**config.mk**
```make
export PLATFORM = sky130hd
export DESIGN_NAME = mcu_sram_ctrl
export DESIGN_NICKNAME = d
export VERILOG_FILES = /design/src/design/mcu_sram_pkg.sv /design/src/design/access_sequencer.sv /design/src/design/mcu_sram_ctrl.sv /design/src/design/region_filter.sv /design/src/design/secded_decode.sv /design/src/design/secded_encode.sv
export SDC_FILE = /design/constraint.sdc
export NUM_CORES = 1
export LEC_CHECK = 0
export ABC_AREA = 0
export BUFFER_PORTS_ARGS = -buffer_cell sky130_fd_sc_hd__buf_2
export CAP_MARGIN = 25
export CELL_PAD_IN_SITES_DETAIL_PLACEMENT = 0
export CELL_PAD_IN_SITES_GLOBAL_PLACEMENT = 1
export CORE_ASPECT_RATIO = 0.6
export CORE_UTILIZATION = 30
export DETAILED_ROUTE_END_ITERATION = 10
export PLACE_DENSITY_LB_ADDON = 0.1
export SLEW_MARGIN = 20
export SYNTH_ARGS = -nofsm -noshare
export SYNTH_HDL_FRONTEND = slang
export SYNTH_SLANG_ARGS = --single-unit
```
**constraint.sdc**
```tcl
create_clock -name clk -period 7.5 [get_ports clk]
set_clock_uncertainty 0.15 [all_clocks]
set_input_delay 0.75 -clock clk [delete_from_list [all_inputs] [get_ports clk]]
set_output_delay 0.75 -clock clk [all_outputs]
set_load 0.05 [all_outputs]
```
**src/design/mcu_sram_pkg.sv**
```systemverilog
// SRAM geometry is fixed here; the SECDED code only covers a 32-bit word
// Region size is in 4 KB steps, with 0 meaning one 4 KB step
package mcu_sram_pkg;

    ////////////////////
    // Geometry
    ////////////////////
    localparam int SRAM_SIZE_KB      = 16;
    localparam int DATA_W            = 32;
    localparam int ECC_W             = 7;
    localparam int CODE_W            = DATA_W + ECC_W;
    localparam int STRB_W            = DATA_W / 8;
    localparam int SRAM_SIZE_BYTES   = SRAM_SIZE_KB * 1024;
    // Byte address bits that reach the SRAM
    localparam int CIF_ADDR_W        = $clog2(SRAM_SIZE_BYTES);
    localparam int SRAM_ADDR_W       = CIF_ADDR_W - 2;
    localparam int REGION_STEP_SHIFT = 12;
    localparam int REGION_SIZE_W     = 16;
    // Size field plus one, shifted by 12, needs 29 bits
    localparam int REGION_CALC_W     = REGION_SIZE_W + REGION_STEP_SHIFT + 1;

    ////////////////////
    // Bus types
    ////////////////////
    // One stored SRAM word
    typedef struct packed {
        logic [DATA_W-1:0] data;
        logic [ECC_W-1:0]  ecc;
    } ecc_word_t;

    typedef struct packed {
        logic [31:0]       addr;
        logic              write;
        logic [DATA_W-1:0] wdata;
        logic [STRB_W-1:0] wstrb;
    } cif_req_t;

    typedef struct packed {
        logic              hold;
        logic              error;
        logic [DATA_W-1:0] rdata;
    } cif_resp_t;

    // Qualifiers of the current request
    typedef struct packed {
        logic lsu;
        logic ifu;
        logic sram_config;
        logic debug;
    } access_priv_t;

    typedef struct packed {
        logic                   cs;
        logic                   we;
        logic [SRAM_ADDR_W-1:0] addr;
        ecc_word_t              wdata;
    } sram_req_t;

    typedef enum logic [1:0] {
        ACC_NONE,
        ACC_READ,
        ACC_WRITE,
        ACC_RMW
    } access_kind_e;

    // Hamming position of data bit idx; skips powers of two, which hold check bits
    function automatic int unsigned ecc_pos(input int unsigned idx);
        int unsigned pos;
        int unsigned cnt;
        pos = 0;
        cnt = 0;
        for (int unsigned p = 3; p < CODE_W; p++) begin
            if ((p & (p - 1)) != 0) begin
                if (cnt == idx) begin
                    pos = p;
                end
                cnt++;
            end
        end
        return pos;
    endfunction

endpackage

```
**src/design/access_sequencer.sv**
```systemverilog
// One request in flight; the requester holds the request stable while hold is high
// Reads and partial writes take two cycles, full writes one
`timescale 1ns/1ns

module access_sequencer (
    input  logic                    clk,
    input  logic                    mci_pwrgood,
    input  logic                    grant,
    input  logic                    deny,
    input  mcu_sram_pkg::cif_req_t  cif_req,
    output mcu_sram_pkg::cif_resp_t cif_resp,
    output mcu_sram_pkg::sram_req_t sram_req,
    input  mcu_sram_pkg::ecc_word_t sram_rdata,
    output logic                    single_ecc_error,
    output logic                    double_ecc_error
);
    import mcu_sram_pkg::*;

    // Request class and phase
    access_kind_e kind;
    logic         second_cycle;

    // SRAM strobes
    logic rd_req;
    logic wr_req;
    logic cs;

    // Data paths
    logic [DATA_W-1:0] rdata_cor;
    logic [DATA_W-1:0] rmw_wdata;
    logic [DATA_W-1:0] wr_data;
    logic [ECC_W-1:0]  wr_ecc;

    ////////////////////
    // Classification
    ////////////////////
    // Partial strobes need the old word first
    always_comb begin
        kind = ACC_NONE;
        if (grant) begin
            if (!cif_req.write) begin
                kind = ACC_READ;
            end else if (&cif_req.wstrb) begin
                kind = ACC_WRITE;
            end else begin
                kind = ACC_RMW;
            end
        end
    end

    ////////////////////
    // SRAM control
    ////////////////////
    // First cycle read, for plain reads and the read phase of RMW
    assign rd_req = ~second_cycle & ((kind == ACC_READ) | (kind == ACC_RMW));

    // Full write goes out at once; RMW write only if the old word was usable
    assign wr_req = (~second_cycle & (kind == ACC_WRITE)) |
                    (second_cycle & (kind == ACC_RMW) & ~double_ecc_error);

    assign cs = rd_req | wr_req;

    // A read always leads to exactly one data cycle
    always_ff @(posedge clk or negedge mci_pwrgood) begin
        if (!mci_pwrgood) begin
            second_cycle <= 1'b0;
        end else begin
            second_cycle <= rd_req;
        end
    end

    ////////////////////
    // Write data
    ////////////////////
    // New bytes where strobed, corrected old bytes elsewhere
    always_comb begin
        for (int i = 0; i < STRB_W; i++) begin
            rmw_wdata[i*8 +: 8] = cif_req.wstrb[i] ? cif_req.wdata[i*8 +: 8]
                                                   : rdata_cor[i*8 +: 8];
        end
    end

    assign wr_data = !wr_req             ? '0 :
                     (kind == ACC_RMW)   ? rmw_wdata :
                                           cif_req.wdata;

    secded_encode u_encode (
        .data (wr_data),
        .ecc  (wr_ecc)
    );

    // Word address drops the byte offset
    assign sram_req = '{cs:    cs,
                        we:    wr_req,
                        addr:  cs ? cif_req.addr[CIF_ADDR_W-1:2] : '0,
                        wdata: '{data: wr_data, ecc: wr_ecc}};

    ////////////////////
    // Read data and response
    ////////////////////
    // Decode only in the cycle the SRAM data is valid
    secded_decode u_decode (
        .en         (second_cycle),
        .code       (sram_rdata),
        .data       (rdata_cor),
        .single_err (single_ecc_error),
        .double_err (double_ecc_error)
    );

    // Hold spans the first read cycle only
    // RMW read data stays internal
    assign cif_resp = '{hold:  rd_req,
                        error: deny | double_ecc_error,
                        rdata: (second_cycle && (kind == ACC_READ)) ? rdata_cor : '0};

endmodule

```
**src/design/mcu_sram_ctrl.sv**
```systemverilog
// Fabric to MCU SRAM controller with region filtering and SECDED protection
// The SRAM must return read data one cycle after a read with cs high
`timescale 1ns/1ns

module mcu_sram_ctrl (
    input  logic                                   clk,
    input  logic                                   mci_pwrgood,
    input  logic                                   mcu_rst_b,
    input  logic [mcu_sram_pkg::REGION_SIZE_W-1:0] fw_exec_region_size,
    input  logic                                   exec_region_lock,
    input  logic                                   dv,
    input  mcu_sram_pkg::cif_req_t                 cif_req,
    input  mcu_sram_pkg::access_priv_t             priv,
    output mcu_sram_pkg::cif_resp_t                cif_resp,
    output mcu_sram_pkg::sram_req_t                sram_req,
    input  mcu_sram_pkg::ecc_word_t                sram_rdata,
    output logic                                   sram_single_ecc_error,
    output logic                                   sram_double_ecc_error
);
    import mcu_sram_pkg::*;

    // Filter verdict, already qualified by dv
    logic grant;
    logic deny;

    // Address bits inside the SRAM scope; upper bits are routed by the fabric
    region_filter u_region_filter (
        .clk                 (clk),
        .mci_pwrgood         (mci_pwrgood),
        .mcu_rst_b           (mcu_rst_b),
        .exec_region_lock    (exec_region_lock),
        .fw_exec_region_size (fw_exec_region_size),
        .dv                  (dv),
        .addr                (cif_req.addr[CIF_ADDR_W-1:0]),
        .priv                (priv),
        .grant               (grant),
        .deny                (deny)
    );

    // Owns the second cycle, the SRAM strobes and the response
    access_sequencer u_access_sequencer (
        .clk              (clk),
        .mci_pwrgood      (mci_pwrgood),
        .grant            (grant),
        .deny             (deny),
        .cif_req          (cif_req),
        .cif_resp         (cif_resp),
        .sram_req         (sram_req),
        .sram_rdata       (sram_rdata),
        .single_ecc_error (sram_single_ecc_error),
        .double_ecc_error (sram_double_ecc_error)
    );

endmodule

```
**src/design/region_filter.sv**
```systemverilog
// Exec region starts at 0; a size past the end of the SRAM makes it all exec
// grant and deny are qualified by dv and never high together
`timescale 1ns/1ns

module region_filter (
    input  logic                                   clk,
    input  logic                                   mci_pwrgood,
    input  logic                                   mcu_rst_b,
    input  logic                                   exec_region_lock,
    input  logic [mcu_sram_pkg::REGION_SIZE_W-1:0] fw_exec_region_size,
    input  logic                                   dv,
    input  logic [mcu_sram_pkg::CIF_ADDR_W-1:0]    addr,
    input  mcu_sram_pkg::access_priv_t             priv,
    output logic                                   grant,
    output logic                                   deny
);
    import mcu_sram_pkg::*;

    // Region bound arithmetic
    logic [REGION_CALC_W-1:0] exec_size_bytes;
    logic [REGION_CALC_W-1:0] exec_end_calc;
    logic [REGION_CALC_W-1:0] exec_end;
    logic                     exec_overflow;

    // Region decode and ownership
    logic exec_match;
    logic mcu_owned;

    // Per region access verdicts
    logic exec_ok;
    logic prot_ok;
    logic access_ok;

    ////////////////////
    // Exec region bound
    ////////////////////
    // Widen before adding one so size 0xFFFF does not wrap
    assign exec_size_bytes = (REGION_CALC_W'(fw_exec_region_size) + 1'b1) << REGION_STEP_SHIFT;
    assign exec_end_calc   = exec_size_bytes - 1'b1;

    // Any bit above the SRAM scope means the region covers the whole SRAM
    assign exec_overflow = |exec_end_calc[REGION_CALC_W-1:CIF_ADDR_W];
    assign exec_end      = exec_overflow ? REGION_CALC_W'(SRAM_SIZE_BYTES - 1) : exec_end_calc;

    // Lower part is exec, the rest is prot
    assign exec_match = (addr <= exec_end[CIF_ADDR_W-1:0]);

    ////////////////////
    // Ownership flag
    ////////////////////
    // MCU may still fetch from the exec region after the lock drops
    // Hand the region back only once the MCU sits in reset
    always_ff @(posedge clk or negedge mci_pwrgood) begin
        if (!mci_pwrgood) begin
            mcu_owned <= 1'b0;
        end else if (exec_region_lock) begin
            mcu_owned <= 1'b1;
        end else if (!mcu_rst_b) begin
            mcu_owned <= 1'b0;
        end
    end

    ////////////////////
    // Privilege rules
    ////////////////////
    // Debug mode opens both regions
    // MCU owned exec region takes LSU or IFU; otherwise only config requests
    assign exec_ok = mcu_owned ? (priv.lsu | priv.ifu | priv.debug)
                               : (priv.sram_config | priv.debug);

    // Prot region is data only for the MCU
    assign prot_ok = priv.lsu | priv.debug;

    assign access_ok = exec_match ? exec_ok : prot_ok;

    // Deny answers in the dv cycle, before anything reaches the SRAM
    assign grant = dv & access_ok;
    assign deny  = dv & ~access_ok;

endmodule

```
**src/design/secded_decode.sv**
```systemverilog
// Combinational SECDED decoder; corrects one data bit, detects two flipped bits
// Flags are gated by en, correction is not
`timescale 1ns/1ns

module secded_decode (
    input  logic                            en,
    input  mcu_sram_pkg::ecc_word_t         code,
    output logic [mcu_sram_pkg::DATA_W-1:0] data,
    output logic                            single_err,
    output logic                            double_err
);
    import mcu_sram_pkg::*;

    // Points at the flipped position when one bit is bad
    logic [ECC_W-2:0] syndrome;
    // Odd number of flipped bits across the whole word
    logic             parity_err;

    ////////////////////
    // Syndrome
    ////////////////////
    always_comb begin
        int unsigned pos;
        // Start from the stored check bits, fold in recomputed parity
        syndrome = code.ecc[ECC_W-2:0];
        for (int i = 0; i < DATA_W; i++) begin
            pos = ecc_pos(i);
            for (int b = 0; b < ECC_W - 1; b++) begin
                if (pos[b]) begin
                    syndrome[b] = syndrome[b] ^ code.data[i];
                end
            end
        end
    end

    assign parity_err = ^{code.data, code.ecc};

    ////////////////////
    // Correction
    ////////////////////
    always_comb begin
        int unsigned pos;
        data = code.data;
        for (int i = 0; i < DATA_W; i++) begin
            pos = ecc_pos(i);
            // Only with odd parity; an even count means two flips, uncorrectable
            if (parity_err && (syndrome == pos[ECC_W-2:0])) begin
                data[i] = ~code.data[i];
            end
        end
    end

    ////////////////////
    // Error flags
    ////////////////////
    // Odd parity means one flip, possibly in a check bit or the parity bit itself
    assign single_err = en & parity_err;
    // Even parity with a nonzero syndrome means two flips
    assign double_err = en & ~parity_err & (|syndrome);

endmodule

```
**src/design/secded_encode.sv**
```systemverilog
// Combinational SECDED encoder for one 32-bit word
// ecc[5:0] are Hamming bits, ecc[6] is overall parity over data and ecc[5:0]
`timescale 1ns/1ns

module secded_encode (
    input  logic [mcu_sram_pkg::DATA_W-1:0] data,
    output logic [mcu_sram_pkg::ECC_W-1:0]  ecc
);
    import mcu_sram_pkg::*;

    // Hamming check bits only
    logic [ECC_W-2:0] hamming;

    ////////////////////
    // Hamming parity
    ////////////////////
    always_comb begin
        int unsigned pos;
        hamming = '0;
        for (int i = 0; i < DATA_W; i++) begin
            // Each data bit feeds every check bit set in its position
            pos = ecc_pos(i);
            for (int b = 0; b < ECC_W - 1; b++) begin
                if (pos[b]) begin
                    hamming[b] = hamming[b] ^ data[i];
                end
            end
        end
    end

    // Overall parity turns SEC into SECDED
    assign ecc = {^{data, hamming}, hamming};

endmodule

```
### After elaboration in Yosys (flattened, before gate mapping)

Cells that the tools add are included.
Widths: inputs -> output; s select.

| word-level totals | value |
|---|---|
| bits in registers | 2 |
| input bits | 133 |
| word-level logic and storage cells | 354 |

| cells by class | value |
|---|---|
| bitwise logic cells | 227 |
| equal/unequal tests | 36 |
| reduce and logical (&&, ||, !) cells | 38 |
| $lt $le $gt $ge | 1 |
| add/subtract/negate cells | 2 |
| muxes and demuxes | 48 |

Operator list:

| kind | count |
|---|---|
| $xor 1x1->1 | 174 |
| $mux 32 | 3 |
| $eq 6x5->1 const B | 15 |
| $eq 6x4->1 const B | 7 |
| $reduce_xor 39->1 | 1 |
| $reduce_xor 38->1 | 1 |
| $mux 1 | 37 |
| $eq 6x6->1 const B | 6 |
| $not 1->1 | 36 |
| $logic_and 1x1->1 | 33 |
| $mux 8 | 4 |
| $sub 29x1->29 const B | 1 |
| $eq 6x3->1 const B | 3 |
| $add 16x1->17 const B | 1 |
| $reduce_or 15->1 | 1 |
| $le 14x14->1 | 1 |
| $mux 14 | 1 |
| $mux 12 | 1 |
| $and 1x1->1 | 9 |
| $or 1x1->1 | 8 |
| $eq 6x2->1 const B | 1 |
| $reduce_or 6->1 | 1 |
| $eq 2x2->1 const B | 2 |
| $mux 2 | 2 |
| other kinds (3) | 3 |

### Longest topological paths before layout

| depth | value |
|---|---|
| word-level depth | 42 |
| gate-level depth with buffers | 31 |

### Cells and area by module

From an unflattened synthesis, not the netlist that was laid out.

| second synthesis, totals | value |
|---|---|
| cell total of the unflattened synthesis | 450 |
| area total of the unflattened synthesis | 3,816.2 um^2 |

By module, submodules not included:

| module | cells each | times used | area each (um^2) | seq. area each (um^2) |
|---|---|---|---|---|
| secded_decode | 158 | 1 | 1,502.7 | 0.0 |
| access_sequencer | 143 | 1 | 1,002.2 | 25.0 |
| secded_encode | 56 | 1 | 683.2 | 0.0 |
| region_filter | 93 | 1 | 628.1 | 25.0 |

### Least setup slack after synthesis

No wires, ideal clock.

| path | value |
|---|---|
| path type | input port to output port |
| from | in fw_exec_region_size[0] (netlist bit) |
| to | out sram_req[6] (netlist bit) |
| arrival | 6.858 ns |
| required time | 6.600 ns |
| stages | 25 |
| buffers on the path | 0 |
| path slack | -0.258 ns |
| cells stage by stage | and2_1 > or3_1 > nand2_1 > a21oi_1 > or3b_2 > nor3_1 > o21ai_0 > a22oi_1 > nor2_1 > nand4_1 > nor2_1 > ha_1 > nand4_1 > nor4_1 > or3_1 > a31o_2 > nand3_1 > nor2_1 > mux2i_1 > xnor2_1 > xnor2_1 > xnor3_1 > nor2_2 > xnor2_1 > xnor3_1 |

RTL lines:

| element | RTL line | source |
|---|---|---|
| start, declared | mcu_sram_ctrl.sv:9 | `input logic [mcu_sram_pkg::REGION_SIZE_W-1:0] fw_exec_region_size,` |
| end, declared | mcu_sram_ctrl.sv:15 | `output mcu_sram_pkg::sram_req_t sram_req,` |

==> summary.md <==
| Metric | Value |
|---|---|
| Outcome | `complete, no violations` |
| Row cnt | `30` |
| Clk buf depth | `2` |
| Worst EP required | `6.60 ns` |
| Final Max Tran Viols | `0` |
| Fin cells | `868` |
| Total number of vias | `4243` |
| Core Util, Final | `0.451` |
| Post-DP HPWL | `13100 µm` |
| Period Utilization, post-route | `0.963` |
| Crit-path slowest cell | `or3b_4` |
| Worst Path Max Fanout | `15` |
| # DRC | `0` |
| Clock-pin slew on the worst setup and hold paths | `0.03 ns` |
| Die area | `between 10000 and 15000 µm²` |
| Core Area | `roughly 12000 µm²` |
| IO buf count | `203` |
| CTS tree | `done` |
| Crit path time final | `7.22 ns` |
| CP arrival | `6.32 ns` |
| Global route overflow | `0` |
| CP Class | `primary input to primary output` |
| Cell mode on critical path | `xnor3_1` |
| Largest net degree at the start of global routing | `38` |
| Number of DRC markers in iteration 0 | `265` |
| Post-synthesis cell area | `3680 µm²` |
| Max cap viols | `0` |
| Routed Antenna Nets | `0` |
| Slew HR | `0.558` |
| Average size of a mapped cell | `7.32 µm²` |
| Final Worst Setup Slack | `0.281 ns` |
| WL final | `15200 µm` |
| # setup viols final | `0` |
| Final Hold Viols | `0` |
| Max Freq | `139 MHz` |
| Maximum VDD drop | `0.000108 V` |
| YS warnings | `0` |
| Hold_buf cts | `0` |
| Initial antenna violation count | `0` |
| Most frequent cells in the layout | `buf_2, xnor2_1, nor2_1` |
| P_leak | `2.44 nW` |
| Area of the multi-input gates | `3680 µm²` |
| Synth Net Count | `639` |
| Wirelength per Cell | `17.5 µm` |
| Register area | `50.0 µm²` |
| CTS buffer count | `3` |
| IO Count | `222` |
| Pwr Density | `246 nW/µm²` |
| FF+latch count, synth | `2` |
| Mapped Cells | `502` |
| Total power | `1.29 mW` |
| Horiz. Die Dim | `145 µm` |
| CP Capture Type | `primary output` |
| Synthesis-to-finish area growth | `42.3%` |
| Setup slack at placement | `between 0.006 and 0.007 ns` |
| Filler cells | `1210` |
| Most common cell after layout, fill and taps aside | `buf_2` |
| Unique masters post-synth | `48` |
| Final instance area | `5230 µm²` |
| GRT Overall Usage | `0.231` |
| Layout cells sized above 1 | `0.393` |
| First-pass GRT wire length | `22800 µm` |
| Vias in the first global route | `3977` |
| Worst setup SP type | `primary input` |
| Sequential share of the synthesized area | `0.0136` |
| Nets | `847` |
| Root Driver | `clkbuf_16` |
| Placed cell area | `4950 µm²` |
| Worst Tran Pin Value | `0.658 ns` |
| 1st-pass router iterations | `5` |
| Hold WS | `about 0.15 ns` |
| Starting density of the core | `0.317` |
| Die height | `87.7 µm` |
| Placed Cells | `862` |
| DR vias/cell | `4.89` |
| Setup TNS Final | `0 ns` |
| Gpl congestion | `0.920` |
| TritonCTS Sinks | `2` |
| Clk Latency, worst-skew pair | `between 0.2 and 0.25 ns` |
| Delay of the slowest cell on the worst path | `0.42 ns` |
| Htree depth | `1` |
| Hold Path Class | `primary input to async pin` |
| Ant diodes | `0` |
power by group:
part / internal (mW) / total (mW) / switching, mW
combinational: 0.390 / 1.19 / 0.799
sequential: 0.0117 / 0.0128 / 0.00102
clock: 0.0682 / 0.0843 / 0.0161
total: 0.469 / 1.29 / 0.816
kinds of logic (layout without fill, tap and decap cells):
logic type	Yosys count	count (layout)	share of synthesized area
adder cells (fa/ha/maj)	4	4	0.0136
buffers and inverters	26	232	0.0364
flip-flops	2	2	0.0136
AO/OA/AOI/OAI	44	44	0.0790
XOR/XNOR	187	187	0.515
AND/OR/NAND/NOR	225	225	0.301
multiplexers	14	14	0.0415
cell type report:
type	instances	area share
multi-input combinational	474	0.704
tap	160	0.0383
timing repair buffer	224	0.230
inverter	5	0.00359
clock buffer	3	0.0144
sequential	2	0.00957
state kept, by name (all words and copies together), names as in the netlist:
register                         cells
u_access_sequencer.second_cycle      1
u_region_filter.mcu_owned            1
timing repair:
| action | in CTS | in global routing |
|---|---|---|
| endpoints found under the setup margin | 1 | 6 |
| resized for setup | 1 | 36 |
| pin swaps | 0 | 5 |
| buffers inserted | 0 | 3 |
synthesized netlist by cell type (all sizes together):
master	n	area (µm²)
nand4	11	68.8
a21oi	13	76.3
xnor2	119	1060
a21o	6	45.0
a31o	1	8.76
a41oi	1	8.76
or2	1	6.26
clkbuf	11	41.3
nor3b	1	7.51
inv	5	18.8
nand4b	1	8.76
or3b	1	8.76
nor2b	14	87.6
mux2i	14	153
a31oi	1	6.26
dfrtp	2	50.1
and4b	1	10.0
a22oi	2	15.0
o21ai	8	40.0
or3	2	12.5
nor4	21	144
xor3	1	25.0
ha	4	50.1
or4	2	18.8
a211oi	10	75.1
and2	18	113
xnor3	15	342
and3	4	25.0
nand2	30	118
nor2	97	372
o21bai	2	15.0
nand3	13	65.1
buf	10	73.8
nor3	8	40.0
xor2	52	463
per-layer routing:
| metal | share of wire | global-route usage |
|---|---|---|
| met5 | 0 | 0 |
| met1 | 0.52 | 0.365 |
| met3 | 0.083 | 0.0375 |
| met2 | 0.39 | 0.326 |
| met4 | 0.0050 | 0.0271 |
final timing paths:
path / cells past startpoint / slack, ns / end / start
max reg2reg: 4 / 6.18 / u_access_sequencer.second_cycle / u_region_filter.mcu_owned
max in group asynchronous: 1 / 6.95 / u_region_filter.mcu_owned / mci_pwrgood
min: 1 / 0.15 / u_access_sequencer.second_cycle / mci_pwrgood
min reg2reg: 1 / 0.35 / u_region_filter.mcu_owned / u_region_filter.mcu_owned
min in group clk: 1 / 0.35 / u_region_filter.mcu_owned / u_region_filter.mcu_owned
max: 29 / 0.28 / sram_req[6] / fw_exec_region_size[0]
critical path, delay by kind of cell:
family	cells	cell delay [ns]
AOI/OAI and AO/OA	4	0.58
xor gates and xnor gates	5	1.44
adders and majority gates	1	0.26
buffers and inverters	3	0.49
muxes	1	0.20
and+or+nand+nor	15	2.61
Power figures use the tool's default switching activity.
